$ cat config.mk
export PLATFORM = sky130hd
export DESIGN_NAME = row_writer_flat
export DESIGN_NICKNAME = d
export VERILOG_FILES = /design/src/logic/rowbuf_pkg.sv /design/src/logic/rowbuf_mem_if.sv /design/src/logic/row_writer.sv /design/src/flat_wrapper.sv
export SDC_FILE = /design/constraint.sdc
export NUM_CORES = 1
export LEC_CHECK = 0
export ABC_AREA = 1
export BUFFER_PORTS_ARGS = -buffer_cell sky130_fd_sc_hd__buf_2
export CAP_MARGIN = 20
export CORE_ASPECT_RATIO = 1.1
export CORE_MARGIN = 1.5
export CORE_UTILIZATION = 47
export CTS_BUF_LIST = sky130_fd_sc_hd__clkbuf_8
export DETAILED_ROUTE_END_ITERATION = 7
export PLACE_DENSITY = 0.78
export SLEW_MARGIN = 40
export SYNTH_ARGS = -nofsm -noshare
export SYNTH_HDL_FRONTEND = slang
export SYNTH_SLANG_ARGS = --single-unit
$ cat constraint.sdc
create_clock -name clk -period 4.95 [get_ports clk]
set_input_delay 0.2475 -clock clk [delete_from_list [all_inputs] [get_ports clk]]
set_output_delay 0.2475 -clock clk [all_outputs]
set_load 0.005 [all_outputs]
$ cat src/logic/rowbuf_pkg.sv
package rowbuf_pkg;

    ////////////////////////////////////////////////////////////
    // Window and row geometry
    ////////////////////////////////////////////////////////////

    // Pixels in one 2x2 window
    localparam int WIN_PIXELS = 4;

    // Rows kept in the row memory, one per half
    localparam int ROW_HALVES = 2;

    ////////////////////////////////////////////////////////////
    // Enumerations
    ////////////////////////////////////////////////////////////

    // Owner of the shared row memory
    typedef enum logic [1:0] {
        grant_none   = 2'd0,
        grant_writer = 2'd1,
        grant_reader = 2'd2
    } grant_e;

    // Where incoming rows land
    typedef enum logic [1:0] {
        phase_prime_first  = 2'd0,
        phase_prime_second = 2'd1,
        phase_rotate       = 2'd2
    } wr_phase_e;

endpackage
$ cat src/logic/rowbuf_mem_if.sv
`timescale 1ns/1ps

interface rowbuf_mem_if #(
    parameter int PIXEL_WIDTH = 18,
    parameter int MAX_COLS    = 512
);
    // Half-select bit above the column
    localparam int ADDR_WIDTH = $clog2(rowbuf_pkg::ROW_HALVES) + $clog2(MAX_COLS);

    logic                   req;
    logic                   we;
    logic [ADDR_WIDTH-1:0]  addr;
    logic [PIXEL_WIDTH-1:0] wdata;
    logic                   ack;
    // Read data, valid while ack is high
    logic [PIXEL_WIDTH-1:0] rdata;

    modport peer (
        output req, we, addr, wdata,
        input  ack, rdata
    );

    modport arbiter (
        input  req, we, addr, wdata,
        output ack, rdata
    );

endinterface

$ cat src/logic/row_writer.sv
`timescale 1ns/1ps

module row_writer #(
    parameter int PIXEL_WIDTH = 18,
    parameter int MAX_COLS    = 512,
    localparam int COL_W      = $clog2(MAX_COLS)
) (
    input  logic                   clk,
    input  logic                   rst,
    input  logic [COL_W-1:0]       num_cols,
    input  logic [PIXEL_WIDTH-1:0] pixel_data,
    input  logic                   pixel_req,
    output logic                   pixel_ack,
    output logic                   rows_ready,
    output logic                   newest_half,
    rowbuf_mem_if.peer             mem
);

    localparam int HALF_W = $clog2(rowbuf_pkg::ROW_HALVES);

    rowbuf_pkg::wr_phase_e phase;
    logic [COL_W-1:0]      col;
    logic [HALF_W-1:0]     half;
    logic                  last_col;
    logic                  start;

    assign last_col = (col == num_cols - COL_W'(1));
    // New pixel offered while both handshakes are at rest
    assign start    = pixel_req && !mem.req && !pixel_ack;
    assign mem.we   = 1'b1;

    // Target half of the incoming row
    always_comb begin
        case (phase)
            rowbuf_pkg::phase_prime_first:  half = HALF_W'(0);
            rowbuf_pkg::phase_prime_second: half = HALF_W'(1);
            default:                        half = HALF_W'(~newest_half);
        endcase
    end

    ////////////////////////////////////////////////////////////
    // Pixel and memory handshakes, row tracking
    ////////////////////////////////////////////////////////////

    always_ff @(posedge clk) begin
        if (rst) begin
            phase       <= rowbuf_pkg::phase_prime_first;
            col         <= '0;
            newest_half <= 1'b0;
            rows_ready  <= 1'b0;
            pixel_ack   <= 1'b0;
            mem.req     <= 1'b0;
        end else begin
            if (start) begin
                mem.req <= 1'b1;
            end
            // Write done, so the pixel is taken
            if (mem.req && mem.ack) begin
                mem.req   <= 1'b0;
                pixel_ack <= 1'b1;
                if (last_col) begin
                    col <= '0;
                    case (phase)
                        rowbuf_pkg::phase_prime_first: begin
                            phase <= rowbuf_pkg::phase_prime_second;
                        end
                        rowbuf_pkg::phase_prime_second: begin
                            phase       <= rowbuf_pkg::phase_rotate;
                            newest_half <= 1'b1;
                            rows_ready  <= 1'b1;
                        end
                        default: begin
                            // Completed row replaced the older one
                            newest_half <= ~newest_half;
                        end
                    endcase
                end else begin
                    col <= col + COL_W'(1);
                end
            end
            // Wait for the arbiter to release too
            if (pixel_ack && !pixel_req && !mem.ack) begin
                pixel_ack <= 1'b0;
            end
        end
    end

    // Address and pixel captured as the request rises
    always_ff @(posedge clk) begin
        if (start) begin
            mem.addr  <= {half, col};
            mem.wdata <= pixel_data;
        end
    end

endmodule

$ cat src/flat_wrapper.sv
// flat-port wrapper written by rule: the top's interface ports become plain ports
module row_writer_flat 
#(
    parameter int PIXEL_WIDTH = 18,
    parameter int MAX_COLS    = 512,
    localparam int COL_W      = $clog2(MAX_COLS)
)
  (clk, rst, num_cols, pixel_data, pixel_req, pixel_ack, rows_ready, newest_half, mem_req, mem_we, mem_addr, mem_wdata, mem_ack, mem_rdata);
  rowbuf_mem_if #(.PIXEL_WIDTH(PIXEL_WIDTH), .MAX_COLS(MAX_COLS)) mem_i ();
  input  logic clk;
  input  logic rst;
  input  logic [COL_W-1:0] num_cols;
  input  logic [PIXEL_WIDTH-1:0] pixel_data;
  input  logic pixel_req;
  output logic pixel_ack;
  output logic rows_ready;
  output logic newest_half;
  output wire logic [$bits(mem_i.req)-1:0] mem_req;
  output wire logic [$bits(mem_i.we)-1:0] mem_we;
  output wire logic [$bits(mem_i.addr)-1:0] mem_addr;
  output wire logic [$bits(mem_i.wdata)-1:0] mem_wdata;
  input wire logic [$bits(mem_i.ack)-1:0] mem_ack;
  input wire logic [$bits(mem_i.rdata)-1:0] mem_rdata;
  assign mem_req = mem_i.req;
  assign mem_we = mem_i.we;
  assign mem_addr = mem_i.addr;
  assign mem_wdata = mem_i.wdata;
  assign mem_i.ack = mem_ack;
  assign mem_i.rdata = mem_rdata;
  row_writer #(.PIXEL_WIDTH(PIXEL_WIDTH), .MAX_COLS(MAX_COLS)) u_core (.clk(clk), .rst(rst), .num_cols(num_cols), .pixel_data(pixel_data), .pixel_req(pixel_req), .pixel_ack(pixel_ack), .rows_ready(rows_ready), .newest_half(newest_half), .mem(mem_i));
endmodule
==> impl_metrics.ini <==
[cts]
cts_max_level = 2
clock_path_buffers = 2
cts_buffers = 5
clk_latency_ns = 0.29
cts_root_buffer = clkbuf_8
clk_pin_slew_ns = 0.07
cts_sinks = 43
tritoncts = done
cts_resized = 0
hold_buffers = 0
post_cts_buffers = 0

[sta]
layout_min_cycle_time_ns = 1.61
hold_viol = 0
slew_violations = 0
setup_tns_ns = 0
rsz0062_at_grt = false
fmax_mhz = 622
fin_skew_ns = 0.00220
setup_viol = 0
fin_crit_sh = 0.325
timing.final.ws_setup_ns = 3.34

[placed_design]
gp_congestion = 0.887
post-dp-hpwl_um = 2870
dp_slack_ns = 3.07
place_inst = 325
post_dp_cell_area_um2 = 2360
portBuffers = 62

[route]
via_count = 1564
wl_um = 3660
viasPerCell = 4.70
avgRoutedWirePerCell_um = 11.0
drt_pass1_iterations = 4
drtAntennaViolNets = 0
drc = 0
first_iter_violations = 113

[worst_setup_path]
endpoint_kind = register
path_max_fanout = 9
path_class = in -> reg
worstPathArrival_ns = 1.80
crit_path_start_kind = primary input
r2r_setup_slack_ns = 3.36
required_ns = 5.14

[logic_synthesis]
synthXorXnorAreaFrac = 0.0397
yosysWarnings = 0
synth_compound_area_frac = 0.0379
synth_edf_count = 28
synthMuxAreaShare = 0
syn-cell-area_um2 = 1980
synth_top_family_by_area = simple AND/OR/NAND/NOR gates
synthAdderAreaFrac = 0.0126
synth-simple-area-share = 0.261
netlist_instances = 211
ys_ff_latch = 43
synth.distinct_cells = 27
synth.net_count = 262
synthFlopType = edfxtp_1
synth-async-reset-ratio = 0
avgSynthCellArea_um2 = 9.40
seq_area_frac_synth = 0.575

[layout]
drive_above_1_share = 0.313
syn_to_final_growth_pct = 25.7
finalNetCount = 331
layout_common_cells = buf_2, nand2_1, nor2_1, inv_1, edfxtp_1
layout.cells.non_filler = 333
layout_commonest_cell = buf_2
fin_area_um2 = 2490
insertedDiodeCount = 0

[floorplanning]
die_area_um2 = 4620
pin_count = 82
core-area_um2 = 3990
rows = 24
initial_core_util = 0.497
die_h_um = 71.1
dieWidth_um = 64.9

[outcome]
outcome = complete, no violations

[grt]
antenna_found_initial = 0
grt_max_degree = 28
grt_use_total = 0.169
grt_pass1_vias = 1426
grt_pass1_wl_um = 5980
grt_overflow = 0

[pwr]
p_leak_nw = 1.15
powerDensity_nw_per_um2 = 321
irDropWorstVdd_v = 0.000153

[job]
maxCapViolations = 0

[hold_path]
hold_path.class = in -> reg
==> synthesized netlist by cell type, types with 2 or more instances <==
cell type  number  area (um2)
o21ai_1         3        15.0
nand2_2         5        31.3
nor2_2          4        25.0
nor2_4          2        22.5
nand4_1         4        25.0
nor3_1          3        15.0
xor2_1          7        61.3
o21ai_0         6        30.0
inv_1          29         109
dfxtp_1        15         300
xnor2_1         2        17.5
edfxtp_1       28         841
a21oi_1         3        15.0
nand3_1        15        75.1
inv_2           2        7.51
nor2_1         32         120
o21bai_1        2        15.0
nand2_1        39         146
ha_1            2        25.0
==> power breakdown <==
| part | total, mW | internal (mW) | leakage [nW] | switching (mW) |
|---|---|---|---|---|
| combinational | 0.0799 | 0.0336 | 0.691 | 0.0463 |
| sequential | 0.410 | 0.404 | 0.394 | 0.00620 |
| clock | 0.310 | 0.199 | 0.0695 | 0.110 |
==> area by class of cell <==
type	count	area [um2]
clock buffer	5	68.8
timing repair buffer	63	318
multi-input combinational	135	703
fill	336	1500
inverter	32	134
clock inverter	3	63.8
sequential	43	1140
tap	52	65.1
==> state kept, by name, indices dropped and copies added (netlist names) <==
| signal | cells |
|---|---|
| u_core.mem.req | 1 |
| u_core.mem.addr | 10 |
| u_core.newest_half | 1 |
| u_core.phase | 2 |
| u_core.mem.wdata | 18 |
| u_core.rows_ready | 1 |
| u_core.col | 9 |
| u_core.pixel_ack | 1 |
==> final timing paths <==
kind                                                      from                              end  depth (start not counted)
worst max-delay path                               num_cols[0]  u_core.newest_half$_SDFFE_PP0P_                         14
worst min-delay path                             pixel_data[2]    u_core.mem.wdata[2]$_DFFE_PP_                          1
worst max register to register      u_core.col[3]$_SDFFE_PP0P_  u_core.newest_half$_SDFFE_PP0P_                         11
worst min register to register  u_core.rows_ready$_SDFFE_PP0P_   u_core.rows_ready$_SDFFE_PP0P_                          2
==> per-stage QoR <==
stage                     hold slack (ns)  total power, mW  utilization
after detailed placement            0.426            0.499        0.591
after floorplan                     0.317            0.461            -
after global placement              0.418            0.496        0.591
after CTS                           0.125            0.805        0.624
after global routing                0.119            0.829        0.624
final                               0.130            0.800        0.624
==> cells by family (layout without fill, tap and decap cells) <==
| logic type | Yosys count | after routing |
|---|---|---|
| AOI/OAI and AO/OA | 14 | 14 |
| xor gates and xnor gates | 9 | 9 |
| adders and majority gates | 2 | 2 |
| buffers and inverters | 33 | 103 |
| DFF | 43 | 43 |
| other | 1 | 1 |
| and+or+nand+nor | 109 | 109 |
==> worst max-delay path: stages <==
cell     delay, ns
buf_2         0.11
inv_1         0.08
ha_1          0.28
nand2_2       0.12
nor2_4        0.15
nand3_2       0.09
nand2_2       0.12
nand2_2       0.07
nor2_4        0.10
nand4_4       0.12
nand2_4       0.15
nand2_2       0.06
nand2_1       0.07
inv_1         0.04
==> routing by layer <==
metal  global-route usage  share of wire
met3               0.0397          0.062
met1                0.202           0.43
met5                    0              0
met4               0.0780          0.018
met2                0.289           0.49
Power figures use the tool's default switching activity.
