[config.mk]
export PLATFORM = sky130hd
export DESIGN_NAME = window_reader_flat
export DESIGN_NICKNAME = d
export VERILOG_FILES = /design/src/logic/rowbuf_pkg.sv /design/src/logic/rowbuf_mem_if.sv /design/src/logic/window_reader.sv /design/src/flat_wrapper.sv
export SDC_FILE = /design/constraint.sdc
export NUM_CORES = 1
export LEC_CHECK = 0
export BUFFER_PORTS_ARGS = -buffer_cell sky130_fd_sc_hd__buf_4
export CAP_MARGIN = 0
export CORE_ASPECT_RATIO = 0.7
export CORE_MARGIN = 2
export CORE_UTILIZATION = 50
export CTS_CLUSTER_SIZE = 25
export DETAILED_ROUTE_END_ITERATION = 8
export GPL_TIMING_DRIVEN = 1
export PLACE_DENSITY = 0.85
export SYNTH_ARGS = -nofsm -noshare
export SYNTH_HDL_FRONTEND = slang
export SYNTH_SLANG_ARGS = --single-unit
[constraint.sdc]
create_clock -name clk -period 5.3 [get_ports clk]
set_input_delay 1.325 -clock clk [delete_from_list [all_inputs] [get_ports clk]]
set_output_delay 1.325 -clock clk [all_outputs]
set_load 0.05 [all_outputs]
[src/logic/rowbuf_pkg.sv]
package rowbuf_pkg;

    ////////////////////////////////////////////////////////////
    // Window and row geometry
    ////////////////////////////////////////////////////////////

    // Pixels in one 2x2 window
    localparam int WIN_PIXELS = 4;

    // Rows kept in the row memory, one per half
    localparam int ROW_HALVES = 2;

    ////////////////////////////////////////////////////////////
    // Enumerations
    ////////////////////////////////////////////////////////////

    // Owner of the shared row memory
    typedef enum logic [1:0] {
        grant_none   = 2'd0,
        grant_writer = 2'd1,
        grant_reader = 2'd2
    } grant_e;

    // Where incoming rows land
    typedef enum logic [1:0] {
        phase_prime_first  = 2'd0,
        phase_prime_second = 2'd1,
        phase_rotate       = 2'd2
    } wr_phase_e;

endpackage
[src/logic/rowbuf_mem_if.sv]
`timescale 1ns/1ps

interface rowbuf_mem_if #(
    parameter int PIXEL_WIDTH = 18,
    parameter int MAX_COLS    = 512
);
    // Half-select bit above the column
    localparam int ADDR_WIDTH = $clog2(rowbuf_pkg::ROW_HALVES) + $clog2(MAX_COLS);

    logic                   req;
    logic                   we;
    logic [ADDR_WIDTH-1:0]  addr;
    logic [PIXEL_WIDTH-1:0] wdata;
    logic                   ack;
    // Read data, valid while ack is high
    logic [PIXEL_WIDTH-1:0] rdata;

    modport peer (
        output req, we, addr, wdata,
        input  ack, rdata
    );

    modport arbiter (
        input  req, we, addr, wdata,
        output ack, rdata
    );

endinterface

[src/logic/window_reader.sv]
`timescale 1ns/1ps

module window_reader #(
    parameter int PIXEL_WIDTH = 18,
    parameter int MAX_COLS    = 512,
    localparam int COL_W      = $clog2(MAX_COLS),
    localparam int WIN_W      = rowbuf_pkg::WIN_PIXELS * PIXEL_WIDTH
) (
    input  logic             clk,
    input  logic             rst,
    input  logic [COL_W-1:0] win_col,
    input  logic             win_req,
    input  logic             rows_ready,
    input  logic             newest_half,
    output logic             win_ack,
    output logic [WIN_W-1:0] win_data,
    rowbuf_mem_if.peer       mem
);

    localparam int HALF_W = $clog2(rowbuf_pkg::ROW_HALVES);

    localparam logic [1:0] st_idle  = 2'd0;
    localparam logic [1:0] st_read  = 2'd1;
    localparam logic [1:0] st_drain = 2'd2;
    localparam logic [1:0] st_hold  = 2'd3;

    logic [1:0]        state;
    logic [1:0]        idx;
    logic [HALF_W-1:0] half;
    logic [COL_W-1:0]  col;

    ////////////////////////////////////////////////////////////
    // Read address in packing order
    ////////////////////////////////////////////////////////////

    // Reads 0 and 1 hit the older row, 2 and 3 the newer
    assign half      = idx[1] ? HALF_W'(newest_half) : HALF_W'(~newest_half);
    assign col       = win_col + COL_W'(idx[0]);
    assign mem.addr  = {half, col};
    assign mem.we    = 1'b0;
    assign mem.wdata = '0;

    ////////////////////////////////////////////////////////////
    // Read sequencer
    ////////////////////////////////////////////////////////////

    always_ff @(posedge clk) begin
        if (rst) begin
            state   <= st_idle;
            idx     <= '0;
            mem.req <= 1'b0;
            win_ack <= 1'b0;
        end else begin
            case (state)
                st_idle: begin
                    if (win_req && rows_ready) begin
                        idx     <= '0;
                        mem.req <= 1'b1;
                        state   <= st_read;
                    end
                end
                st_read: begin
                    if (mem.ack) begin
                        mem.req <= 1'b0;
                        state   <= st_drain;
                    end
                end
                st_drain: begin
                    // Next read only once the arbiter has dropped ack
                    if (!mem.ack) begin
                        if (idx == 2'd3) begin
                            win_ack <= 1'b1;
                            state   <= st_hold;
                        end else begin
                            idx     <= idx + 2'd1;
                            mem.req <= 1'b1;
                            state   <= st_read;
                        end
                    end
                end
                default: begin
                    if (!win_req) begin
                        win_ack <= 1'b0;
                        state   <= st_idle;
                    end
                end
            endcase
        end
    end

    // First read ends up in the lowest slice after four shifts
    always_ff @(posedge clk) begin
        if (state == st_read && mem.ack) begin
            win_data <= {mem.rdata, win_data[WIN_W-1:PIXEL_WIDTH]};
        end
    end

endmodule

[src/flat_wrapper.sv]
// flat-port wrapper written by rule: the top's interface ports become plain ports
module window_reader_flat 
#(
    parameter int PIXEL_WIDTH = 18,
    parameter int MAX_COLS    = 512,
    localparam int COL_W      = $clog2(MAX_COLS),
    localparam int WIN_W      = rowbuf_pkg::WIN_PIXELS * PIXEL_WIDTH
)
  (clk, rst, win_col, win_req, rows_ready, newest_half, win_ack, win_data, mem_req, mem_we, mem_addr, mem_wdata, mem_ack, mem_rdata);
  rowbuf_mem_if #(.PIXEL_WIDTH(PIXEL_WIDTH), .MAX_COLS(MAX_COLS)) mem_i ();
  input  logic clk;
  input  logic rst;
  input  logic [COL_W-1:0] win_col;
  input  logic win_req;
  input  logic rows_ready;
  input  logic newest_half;
  output logic win_ack;
  output logic [WIN_W-1:0] win_data;
  output wire logic [$bits(mem_i.req)-1:0] mem_req;
  output wire logic [$bits(mem_i.we)-1:0] mem_we;
  output wire logic [$bits(mem_i.addr)-1:0] mem_addr;
  output wire logic [$bits(mem_i.wdata)-1:0] mem_wdata;
  input wire logic [$bits(mem_i.ack)-1:0] mem_ack;
  input wire logic [$bits(mem_i.rdata)-1:0] mem_rdata;
  assign mem_req = mem_i.req;
  assign mem_we = mem_i.we;
  assign mem_addr = mem_i.addr;
  assign mem_wdata = mem_i.wdata;
  assign mem_i.ack = mem_ack;
  assign mem_i.rdata = mem_rdata;
  window_reader #(.PIXEL_WIDTH(PIXEL_WIDTH), .MAX_COLS(MAX_COLS)) u_core (.clk(clk), .rst(rst), .win_col(win_col), .win_req(win_req), .rows_ready(rows_ready), .newest_half(newest_half), .win_ack(win_ack), .win_data(win_data), .mem(mem_i));
endmodule
==> impl_metrics.tcl <==
set metrics [dict create \
    status "completed" \
    grt_max_degree 73 \
    ys_seq_area_share_pct 76.8 \
    overflow 0 \
    post_drt_wl_per_cell_um 14.1 \
    hold_path.class "reg -> reg" \
    cp-startpoint "win_col[0]" \
    holdWs_ps 451 \
    syn_inst 167 \
    worstPathRequired_ps 3970 \
    route.detailed.drc 0 \
    io_buffers 116 \
    clock_path_buffers 2 \
    insertion_delay_ps 350 \
    r2r_start "u_core.state[0]" \
    drtIter0Drc 58 \
    grt_pass1_wl_um 7620 \
    yosysUniqueCellTypes 34 \
    setup_viol_count_final 0 \
    synth-edff-count 72 \
    nFillCells 383 \
    die_x_um 96.1 \
    num_rows 23 \
    fin_crit_sh_pct 72.9 \
    postRouteAntennaNets 0 \
    ios 136 \
    totalWireLength_um 5250 \
    async_flop_share_pct 0 \
    synth_area_per_cell_um2 17.8 \
    final_cells 371 \
    layout.nets 333 \
    hold_violations 0 \
    cts_tree "done" \
    netlist_area_um2 2970 \
    grt_use_total_pct 16.4 \
    setup_tns_ps 0 \
    leakagePower_nw 1.65 \
    clk_transition_reported_paths_ps 70 \
    antenna_found_initial 0 \
    finClkSkew_ps 7.95 \
    diodes 0 \
    worst-path-max-fanout 3 \
    cts_root_buffer "clkbuf_8" \
    post_cts_buffers 0 \
    cp-start-kind "input pin" \
    initial_core_util_pct 51.9 \
    finalMaxSlewViolations 0 \
    max_slew.worst_pin.slew_ps 895 \
    ys_seq_elements 78 \
    relSlewSlack_pct 40.3 \
    critPathKind "in -> out" \
    place.gp.congestion 0.834 \
    firstDrtPassIters 4 \
    layout_commonest_cell "buf_4" \
    core_area_um2 5730 \
    cts_resized 0 \
    die_h_um 68.5 \
    critPathCaptureType "output port" \
    irDropWorstVdd_v 0.000290 \
    vias 1692 \
    dieArea_um2 6590 \
    yosys_warnings 0 \
    power_density_nw_per_um2 458 \
    ys.flop_type "edfxtp_1" \
    cts-hold-fix-buffers 0 \
    arrival_ps 2540 \
    cts_sinks 78 \
    fmax_mhz 259 \
    grt_pass1_vias 1574 \
    syn2layout_area_growth_pct 36.0 \
    place_inst 355 \
    hp-start "u_core.win_data[69]" \
    final_cell_mix "116 x buf_4, 72 x edfxtp_1, 19 x conb_1" \
    ctsHtreeMaxLevel 3 \
    rsz0062_at_grt "false" \
    drv_cap 0 \
    detailed_place_hpwl_um 3810 \
    drive_gt1_share_pct 47.0 \
    vias_per_cell 4.56 \
    cts_buffers 9 \
    period_needed_ps 3870 \
]
[critical path, cell delays in order]
cell and delay [ps]:
buf_4 110, ha_1 220, ha_1 220, and3_1 230, nand3_1 110, xnor2_1 120, buf_4 220
[power by group]
part	switching, mW	internal, mW
registers	0.0413	0.789
logic	0.430	0.162
clock network	0.208	0.219
total	0.680	1.17
[cell families (layout without fill, tap and decap cells)]
| group | count (synthesis) | count (layout) | share of synthesized area (%) |
|---|---|---|---|
| AOI/OAI and AO/OA | 7 | 7 | 1.89 |
| muxes | 6 | 6 | 2.15 |
| other | 1 | 19 | 0.126 |
| and+or+nand+nor | 34 | 34 | 7.28 |
| DFF | 78 | 78 | 76.8 |
| xor gates and xnor gates | 8 | 8 | 2.36 |
| adders and majority gates | 9 | 9 | 3.79 |
| buffers and inverters | 24 | 135 | 5.60 |
[metrics by stage]
| step | instance area (um2) | setup slack (ps) | power [mW] | utilization (%) |
|---|---|---|---|---|
| finish | 4040 | 1430 | 1.85 | 70.6 |
| global route | 4040 | 1360 | 1.93 | 70.6 |
| CTS | 4040 | 1430 | 1.87 | 70.6 |
| detailed placement | 3850 | 1430 | 1.44 | 67.2 |
| global placement | 3850 | 1480 | 1.43 | 67.2 |
| floorplan | 3040 | 1180 | 1.28 | - |
[flip-flops by register name (all words and copies together), names as in the netlist]
register         flops
u_core.state         2
u_core.win_data     72
u_core.idx           2
u_core.mem.req       1
u_core.win_ack       1
[final cells by class]
type | count | area, um2 | share of cell area, %
Inverter | 3 | 11.3 | 0.279
Clock buffer | 11 | 131 | 3.25
Multi-Input combinational cell | 83 | 593 | 14.7
Sequential cell | 78 | 2280 | 56.5
Tap cell | 75 | 93.8 | 2.32
Clock inverter | 5 | 58.8 | 1.46
Timing Repair Buffer | 116 | 871 | 21.5
[worst paths after layout]
check,to,slack (ps),depth (start not counted)
setup reg to reg,u_core.mem.req,3440,5
hold reg to reg,u_core.win_data[51],450,0
setup / recovery,mem_addr[8],1430,7
hold / removal,u_core.win_data[51],450,0
[cell usage after synthesis, types with 2 or more instances]
cell type | n | area share [%]
o21ai_0 | 2 | 0.34
nor2b_1 | 2 | 0.42
edfxtp_1 | 72 | 73
xnor2_1 | 5 | 1.5
nor3_1 | 2 | 0.34
mux2_2 | 2 | 0.76
nor4_1 | 2 | 0.42
buf_4 | 20 | 5.1
nand2b_1 | 5 | 1.1
a21oi_1 | 2 | 0.34
and2_1 | 2 | 0.42
xor2_1 | 3 | 0.88
and3b_2 | 2 | 0.67
and3_1 | 2 | 0.42
inv_1 | 3 | 0.38
mux2i_1 | 3 | 1.0
dfxtp_1 | 6 | 4.0
nand3_1 | 3 | 0.51
ha_1 | 9 | 3.8
nor2_1 | 6 | 0.76
[metal layers]
metal / GRT usage [%] / part of all wire (%) / vias to the layer above
met3: 7.50 / 6.8 / 8
met5: 0 / 0 / -
met4: 6.96 / 1.8 / 0
li1: - / - / 828
met2: 23.9 / 50 / 64
met1: 21.5 / 42 / 792
Power figures use the tool's default switching activity.
