<file path="src/logic/rowbuf_pkg.sv">
package rowbuf_pkg;

    ////////////////////////////////////////////////////////////
    // Window and row geometry
    ////////////////////////////////////////////////////////////

    // Pixels in one 2x2 window
    localparam int WIN_PIXELS = 4;

    // Rows kept in the row memory, one per half
    localparam int ROW_HALVES = 2;

    ////////////////////////////////////////////////////////////
    // Enumerations
    ////////////////////////////////////////////////////////////

    // Owner of the shared row memory
    typedef enum logic [1:0] {
        grant_none   = 2'd0,
        grant_writer = 2'd1,
        grant_reader = 2'd2
    } grant_e;

    // Where incoming rows land
    typedef enum logic [1:0] {
        phase_prime_first  = 2'd0,
        phase_prime_second = 2'd1,
        phase_rotate       = 2'd2
    } wr_phase_e;

endpackage
</file>
<file path="src/logic/rowbuf_mem_if.sv">
`timescale 1ns/1ps

interface rowbuf_mem_if #(
    parameter int PIXEL_WIDTH = 18,
    parameter int MAX_COLS    = 512
);
    // Half-select bit above the column
    localparam int ADDR_WIDTH = $clog2(rowbuf_pkg::ROW_HALVES) + $clog2(MAX_COLS);

    logic                   req;
    logic                   we;
    logic [ADDR_WIDTH-1:0]  addr;
    logic [PIXEL_WIDTH-1:0] wdata;
    logic                   ack;
    // Read data, valid while ack is high
    logic [PIXEL_WIDTH-1:0] rdata;

    modport peer (
        output req, we, addr, wdata,
        input  ack, rdata
    );

    modport arbiter (
        input  req, we, addr, wdata,
        output ack, rdata
    );

endinterface

</file>
<file path="src/logic/rowbuf_arbiter.sv">
`timescale 1ns/1ps

module rowbuf_arbiter #(
    parameter int PIXEL_WIDTH = 18,
    parameter int MAX_COLS    = 512,
    localparam int ADDR_W     = $clog2(rowbuf_pkg::ROW_HALVES) + $clog2(MAX_COLS)
) (
    input  logic                   clk,
    input  logic                   rst,
    rowbuf_mem_if.arbiter          wr_port,
    rowbuf_mem_if.arbiter          rd_port,
    output logic                   ram_en,
    output logic                   ram_we,
    output logic [ADDR_W-1:0]      ram_addr,
    output logic [PIXEL_WIDTH-1:0] ram_wdata,
    input  logic [PIXEL_WIDTH-1:0] ram_rdata
);

    rowbuf_pkg::grant_e grant;
    logic [1:0]         cnt;
    logic               req_sel;
    logic               we_sel;
    logic               ack_sel;
    logic               access_done;

    ////////////////////////////////////////////////////////////
    // Granted peer onto the RAM
    ////////////////////////////////////////////////////////////

    always_comb begin
        case (grant)
            rowbuf_pkg::grant_writer: begin
                req_sel   = wr_port.req;
                we_sel    = wr_port.we;
                ack_sel   = wr_port.ack;
                ram_addr  = wr_port.addr;
                ram_wdata = wr_port.wdata;
            end
            rowbuf_pkg::grant_reader: begin
                req_sel   = rd_port.req;
                we_sel    = rd_port.we;
                ack_sel   = rd_port.ack;
                ram_addr  = rd_port.addr;
                ram_wdata = rd_port.wdata;
            end
            default: begin
                req_sel   = 1'b0;
                we_sel    = 1'b0;
                ack_sel   = 1'b0;
                ram_addr  = wr_port.addr;
                ram_wdata = wr_port.wdata;
            end
        endcase
    end

    // One RAM access, in the first granted cycle
    assign ram_en      = (grant != rowbuf_pkg::grant_none) && (cnt == 2'd0);
    assign ram_we      = ram_en && we_sel;
    // Reads wait one more cycle for the registered RAM output
    assign access_done = we_sel ? (cnt == 2'd0) : (cnt == 2'd1);

    assign wr_port.rdata = (grant == rowbuf_pkg::grant_writer) ? ram_rdata : '0;
    assign rd_port.rdata = (grant == rowbuf_pkg::grant_reader) ? ram_rdata : '0;

    ////////////////////////////////////////////////////////////
    // Grant and ack sequencing
    ////////////////////////////////////////////////////////////

    always_ff @(posedge clk) begin
        if (rst) begin
            grant       <= rowbuf_pkg::grant_none;
            cnt         <= '0;
            wr_port.ack <= 1'b0;
            rd_port.ack <= 1'b0;
        end else if (grant == rowbuf_pkg::grant_none) begin
            cnt <= '0;
            // Fixed priority, writer first
            if (wr_port.req) begin
                grant <= rowbuf_pkg::grant_writer;
            end else if (rd_port.req) begin
                grant <= rowbuf_pkg::grant_reader;
            end
        end else if (!ack_sel) begin
            cnt <= cnt + 2'd1;
            if (access_done) begin
                if (grant == rowbuf_pkg::grant_writer) begin
                    wr_port.ack <= 1'b1;
                end else begin
                    rd_port.ack <= 1'b1;
                end
            end
        end else if (!req_sel) begin
            wr_port.ack <= 1'b0;
            rd_port.ack <= 1'b0;
            grant       <= rowbuf_pkg::grant_none;
        end
    end

endmodule

</file>
<file path="src/flat_wrapper.sv">
// flat-port wrapper written by rule: the top's interface ports become plain ports
module rowbuf_arbiter_flat 
#(
    parameter int PIXEL_WIDTH = 18,
    parameter int MAX_COLS    = 512,
    localparam int ADDR_W     = $clog2(rowbuf_pkg::ROW_HALVES) + $clog2(MAX_COLS)
)
  (clk, rst, ram_en, ram_we, ram_addr, ram_wdata, ram_rdata, wr_port_req, wr_port_we, wr_port_addr, wr_port_wdata, wr_port_ack, wr_port_rdata, rd_port_req, rd_port_we, rd_port_addr, rd_port_wdata, rd_port_ack, rd_port_rdata);
  rowbuf_mem_if #(.PIXEL_WIDTH(PIXEL_WIDTH), .MAX_COLS(MAX_COLS)) wr_port_i ();
  rowbuf_mem_if #(.PIXEL_WIDTH(PIXEL_WIDTH), .MAX_COLS(MAX_COLS)) rd_port_i ();
  input  logic clk;
  input  logic rst;
  output logic ram_en;
  output logic ram_we;
  output logic [ADDR_W-1:0] ram_addr;
  output logic [PIXEL_WIDTH-1:0] ram_wdata;
  input  logic [PIXEL_WIDTH-1:0] ram_rdata;
  input wire logic [$bits(wr_port_i.req)-1:0] wr_port_req;
  input wire logic [$bits(wr_port_i.we)-1:0] wr_port_we;
  input wire logic [$bits(wr_port_i.addr)-1:0] wr_port_addr;
  input wire logic [$bits(wr_port_i.wdata)-1:0] wr_port_wdata;
  output wire logic [$bits(wr_port_i.ack)-1:0] wr_port_ack;
  output wire logic [$bits(wr_port_i.rdata)-1:0] wr_port_rdata;
  input wire logic [$bits(rd_port_i.req)-1:0] rd_port_req;
  input wire logic [$bits(rd_port_i.we)-1:0] rd_port_we;
  input wire logic [$bits(rd_port_i.addr)-1:0] rd_port_addr;
  input wire logic [$bits(rd_port_i.wdata)-1:0] rd_port_wdata;
  output wire logic [$bits(rd_port_i.ack)-1:0] rd_port_ack;
  output wire logic [$bits(rd_port_i.rdata)-1:0] rd_port_rdata;
  assign wr_port_i.req = wr_port_req;
  assign wr_port_i.we = wr_port_we;
  assign wr_port_i.addr = wr_port_addr;
  assign wr_port_i.wdata = wr_port_wdata;
  assign wr_port_ack = wr_port_i.ack;
  assign wr_port_rdata = wr_port_i.rdata;
  assign rd_port_i.req = rd_port_req;
  assign rd_port_i.we = rd_port_we;
  assign rd_port_i.addr = rd_port_addr;
  assign rd_port_i.wdata = rd_port_wdata;
  assign rd_port_ack = rd_port_i.ack;
  assign rd_port_rdata = rd_port_i.rdata;
  rowbuf_arbiter #(.PIXEL_WIDTH(PIXEL_WIDTH), .MAX_COLS(MAX_COLS)) u_core (.clk(clk), .rst(rst), .wr_port(wr_port_i), .rd_port(rd_port_i), .ram_en(ram_en), .ram_we(ram_we), .ram_addr(ram_addr), .ram_wdata(ram_wdata), .ram_rdata(ram_rdata));
endmodule
</file>
<file path="config.mk">
export PLATFORM = sky130hd
export DESIGN_NAME = rowbuf_arbiter_flat
export DESIGN_NICKNAME = d
export VERILOG_FILES = /design/src/logic/rowbuf_pkg.sv /design/src/logic/rowbuf_mem_if.sv /design/src/logic/rowbuf_arbiter.sv /design/src/flat_wrapper.sv
export SDC_FILE = /design/constraint.sdc
export NUM_CORES = 1
export LEC_CHECK = 0
export BUFFER_PORTS_ARGS = -buffer_cell sky130_fd_sc_hd__buf_2
export CAP_MARGIN = 20
export CELL_PAD_IN_SITES_DETAIL_PLACEMENT = 1
export CELL_PAD_IN_SITES_GLOBAL_PLACEMENT = 1
export CORE_MARGIN = 8
export CORE_UTILIZATION = 19
export CTS_CLUSTER_SIZE = 20
export DETAILED_ROUTE_END_ITERATION = 16
export HOLD_SLACK_MARGIN = 0.08
export PLACE_DENSITY = 0.84
export SYNTH_ARGS = -nofsm -noshare
export SYNTH_HDL_FRONTEND = slang
export SYNTH_SLANG_ARGS = --single-unit
</file>
<file path="constraint.sdc">
create_clock -name clk -period 4.9 [get_ports clk]
set_clock_uncertainty 0.1 [all_clocks]
set_input_delay 0.98 -clock clk [delete_from_list [all_inputs] [get_ports clk]]
set_output_delay 0.98 -clock clk [all_outputs]
set_load 0.01 [all_outputs]
</file>
==> run_results.csv <==
group,metric,value,unit
detailed_routing,initialDrtViolationCount,20,
finish,layout_common_cells,"buf_2 (147), and2_1 (36), mux2_2 (28)",
worst_setup_path,crit_required,3.82,ns
finish,postLayoutCellArea,1800,um2
run_status,status,"completed",
placement,finalWeightedCongestion,0.766,
finish,fin_nets,346,
worst_setup_path,worstPathArrival,2.11,ns
min_path,hold_class,"flop to flop",
detailed_routing,wl_met2,2890,um
finish,drive_above_1_share,70.3,%
sta,rsz0062_at_grt,"false",
yosys,synth.distinct_cells,27,
pwr,combPwrFrac,55.2,%
yosys,yosys_warnings,0,
min_path,hold_start,"u_core.wr_port.ack",
pwr,ir_drop,0.145,mV
die,fp.dieW,87.6,um
detailed_routing,dr_wl_met3,385,um
global_route,grt_usage,12.2,%
sta,fin_setup_tns,0,ns
sta,min_period,3.19,ns
detailed_routing,wl,5020,um
worst_setup_path,crit_path_end_kind,"output port",
detailed_routing,route.detailed.drc,0,
clock_tree,cts_setup_buffers,0,
global_route,grt_overflow,0,
die,io_pins,148,
sta,fmax,0.314,GHz
clock_tree,ctsLongestPathBuffers,2,
clock_tree,cts_resized,0,
global_route,grt_pass1_vias,1523,
worst_setup_path,cp_max_fo,49,
clock_tree,cts_htree_levels,1,
yosys,postSynthCellCount,117,
clock_tree,cts_tree,"done",
worst_setup_path,regToRegStartpoint,"u_core.grant[0]",
placement,placed_area,1750,um2
pwr,clkPwrFrac,25.9,%
detailed_routing,firstDrtPassIters,4,
clock_tree,clock_latency,0.23,ns
clock_tree,clock-sinks,6,
finish,final_common_cell,"buf_2",
global_route,antenna_found_initial,0,
global_route,grt_pass1_wl,7480,um
detailed_routing,ant_nets,0,
worst_setup_path,startpoint,"u_core.grant[0]",
placement,io_buffers,147,
die,start_util,19.3,%
global_route,grt_max_degree,50,
pwr,power_frac_seq,18.9,%
yosys,synth_area,975,um2
sta,hold_viol,0,
placement,dpl.hpwl,4450,um
sta,drv_slew,0,
sta,maxSlewHeadroom,38.1,%
pwr,p_int,191,uW
pwr,power_switching,107,uW
job,maxCapViolCount,0,
worst_setup_path,crit_path_start_kind,"flop",
clock_tree,path_clk_slew,0.04,ns
yosys,synth_nets,202,
die,die_h,87.6,um
finish,n_antenna_cell,0,
detailed_routing,viasPerCell,4.22,
detailed_routing,wl_per_cell,15.3,um
die,core,5040,um2
finish,syn_to_final_growth,84.2,%
yosys,ys_ff_latch,6,
clock_tree,cts-buffers-inserted,3,
sta,worstMarginPinSlew,0.928,ns
pwr,power_density,166,nW/um2
clock_tree,clock-root-buffer,"clkbuf_8",
sta,whs,0.391,ns
sta,fin_crit_sh,65.0,%
detailed_routing,highest_layer,"met4",
pwr,netSwitchingFraction,36.0,%
detailed_routing,dr_total_vias,1388,
detailed_routing,wl_met1,1670,um
sta,setup_violations,0,
yosys,yosysSeqAreaShare,12.3,%
die,die-area,7680,um2
yosys,syn_area_per_cell,8.33,um2
pwr,leakagePower,0.00101,uW
clock_tree,postCtsHoldBufs,0,
die,rows,26,
worst_setup_path,crit_type,"flop to output port",
## synth_stat cells
| library cell | instances | share of area, % |
|---|---|---|
| and2_1 | 36 | 23 |
| mux2_2 | 28 | 32 |
| dfxtp_1 | 6 | 12 |
| a21oi_1 | 5 | 2.6 |
| ha_1 | 5 | 6.4 |
| clkbuf_1 | 4 | 1.5 |
| inv_1 | 4 | 1.5 |
| nor2_1 | 3 | 1.2 |
| o21ai_0 | 3 | 1.5 |
| a22o_1 | 2 | 1.8 |
| buf_4 | 2 | 1.5 |
| nand3b_1 | 2 | 1.5 |
| nor2b_1 | 2 | 1.3 |
| nor3_1 | 2 | 1.0 |
| a21boi_1 | 1 | 0.77 |
| a22oi_2 | 1 | 1.3 |
| and3_1 | 1 | 0.64 |
| and3_2 | 1 | 0.77 |
| buf_2 | 1 | 0.51 |
| buf_6 | 1 | 1.2 |
| mux2i_1 | 1 | 1.0 |
| nand2_1 | 1 | 0.38 |
| nand2_2 | 1 | 0.64 |
| nand3_1 | 1 | 0.51 |
| o2111ai_1 | 1 | 0.90 |
| o211ai_1 | 1 | 0.77 |
| xnor2_1 | 1 | 0.90 |
## state kept, by name, summed over array words and instances, names as in the netlist
signal              count
u_core.rd_port.ack      1
u_core.cnt              2
u_core.grant            2
u_core.wr_port.ack      1
## worst max-delay path, stage by stage (launching register included)
cell and delay (ns):
dfxtp_1 0.36, inv_1 0.10, ha_2 0.80, a22o_1 0.30, and3_2 0.17, buf_2 0.12
## per-stage QoR
step                      utilization [%]  cells  setup WS, ns  total power [uW]
after floorplan                         -    117          2.39               146
after global placement               34.8    326          1.99               219
after detailed placement             34.8    326          1.92               225
after CTS                            35.6    329          1.67               303
after global routing                 35.6    329          1.52               322
final                                35.6    329          1.71               298
## layout make-up
| type | instances | area, um2 |
|---|---|---|
| clock buffers | 3 | 41.3 |
| fillers | 687 | 3250 |
| inverters | 4 | 15.0 |
| multi-input cells | 99 | 796 |
| flip-flops and latches | 6 | 120 |
| well taps | 70 | 87.6 |
| repair buffers | 147 | 736 |
## logic make-up (layout without fill, tap and decap cells)
logic type,after synthesis,after routing,synth area share [%]
simple gates,50,50,31.1
fa+ha+maj,5,5,6.42
flops,6,6,12.3
buf+inv,12,154,6.29
xor+xnor,1,1,0.899
compound gates,14,14,9.63
mux,29,29,33.4
## power groups by stage
stage / logic [uW] / clock network, uW / registers, uW
2_1_floorplan: 89.0 / 0 / 56.7
3_3_place_gp: 162 / 0 / 56.7
3_5_place_dp: 168 / 0 / 57.2
4_1_cts: 168 / 78.0 / 56.5
5_1_grt: 183 / 81.6 / 57.2
6_report: 164 / 77.2 / 56.4
## final timing paths
| kind | to | slack [ns] | depth (start not counted) |
|---|---|---|---|
| worst max-delay path | ram_we | 1.71 | 5 |
| worst min-delay path | u_core.wr_port.ack | 0.39 | 2 |
| worst max register to register | u_core.rd_port.ack | 2.66 | 6 |
| worst min register to register | u_core.wr_port.ack | 0.39 | 2 |
## routing by layer
| metal | vias up | GRT usage (%) |
|---|---|---|
| met5 | - | 0 |
| met4 | 0 | 3.75 |
| met3 | 8 | 3.38 |
| met2 | 63 | 25.3 |
| met1 | 634 | 10.8 |
| li1 | 683 | - |
(Power assumes the default switching activity.)
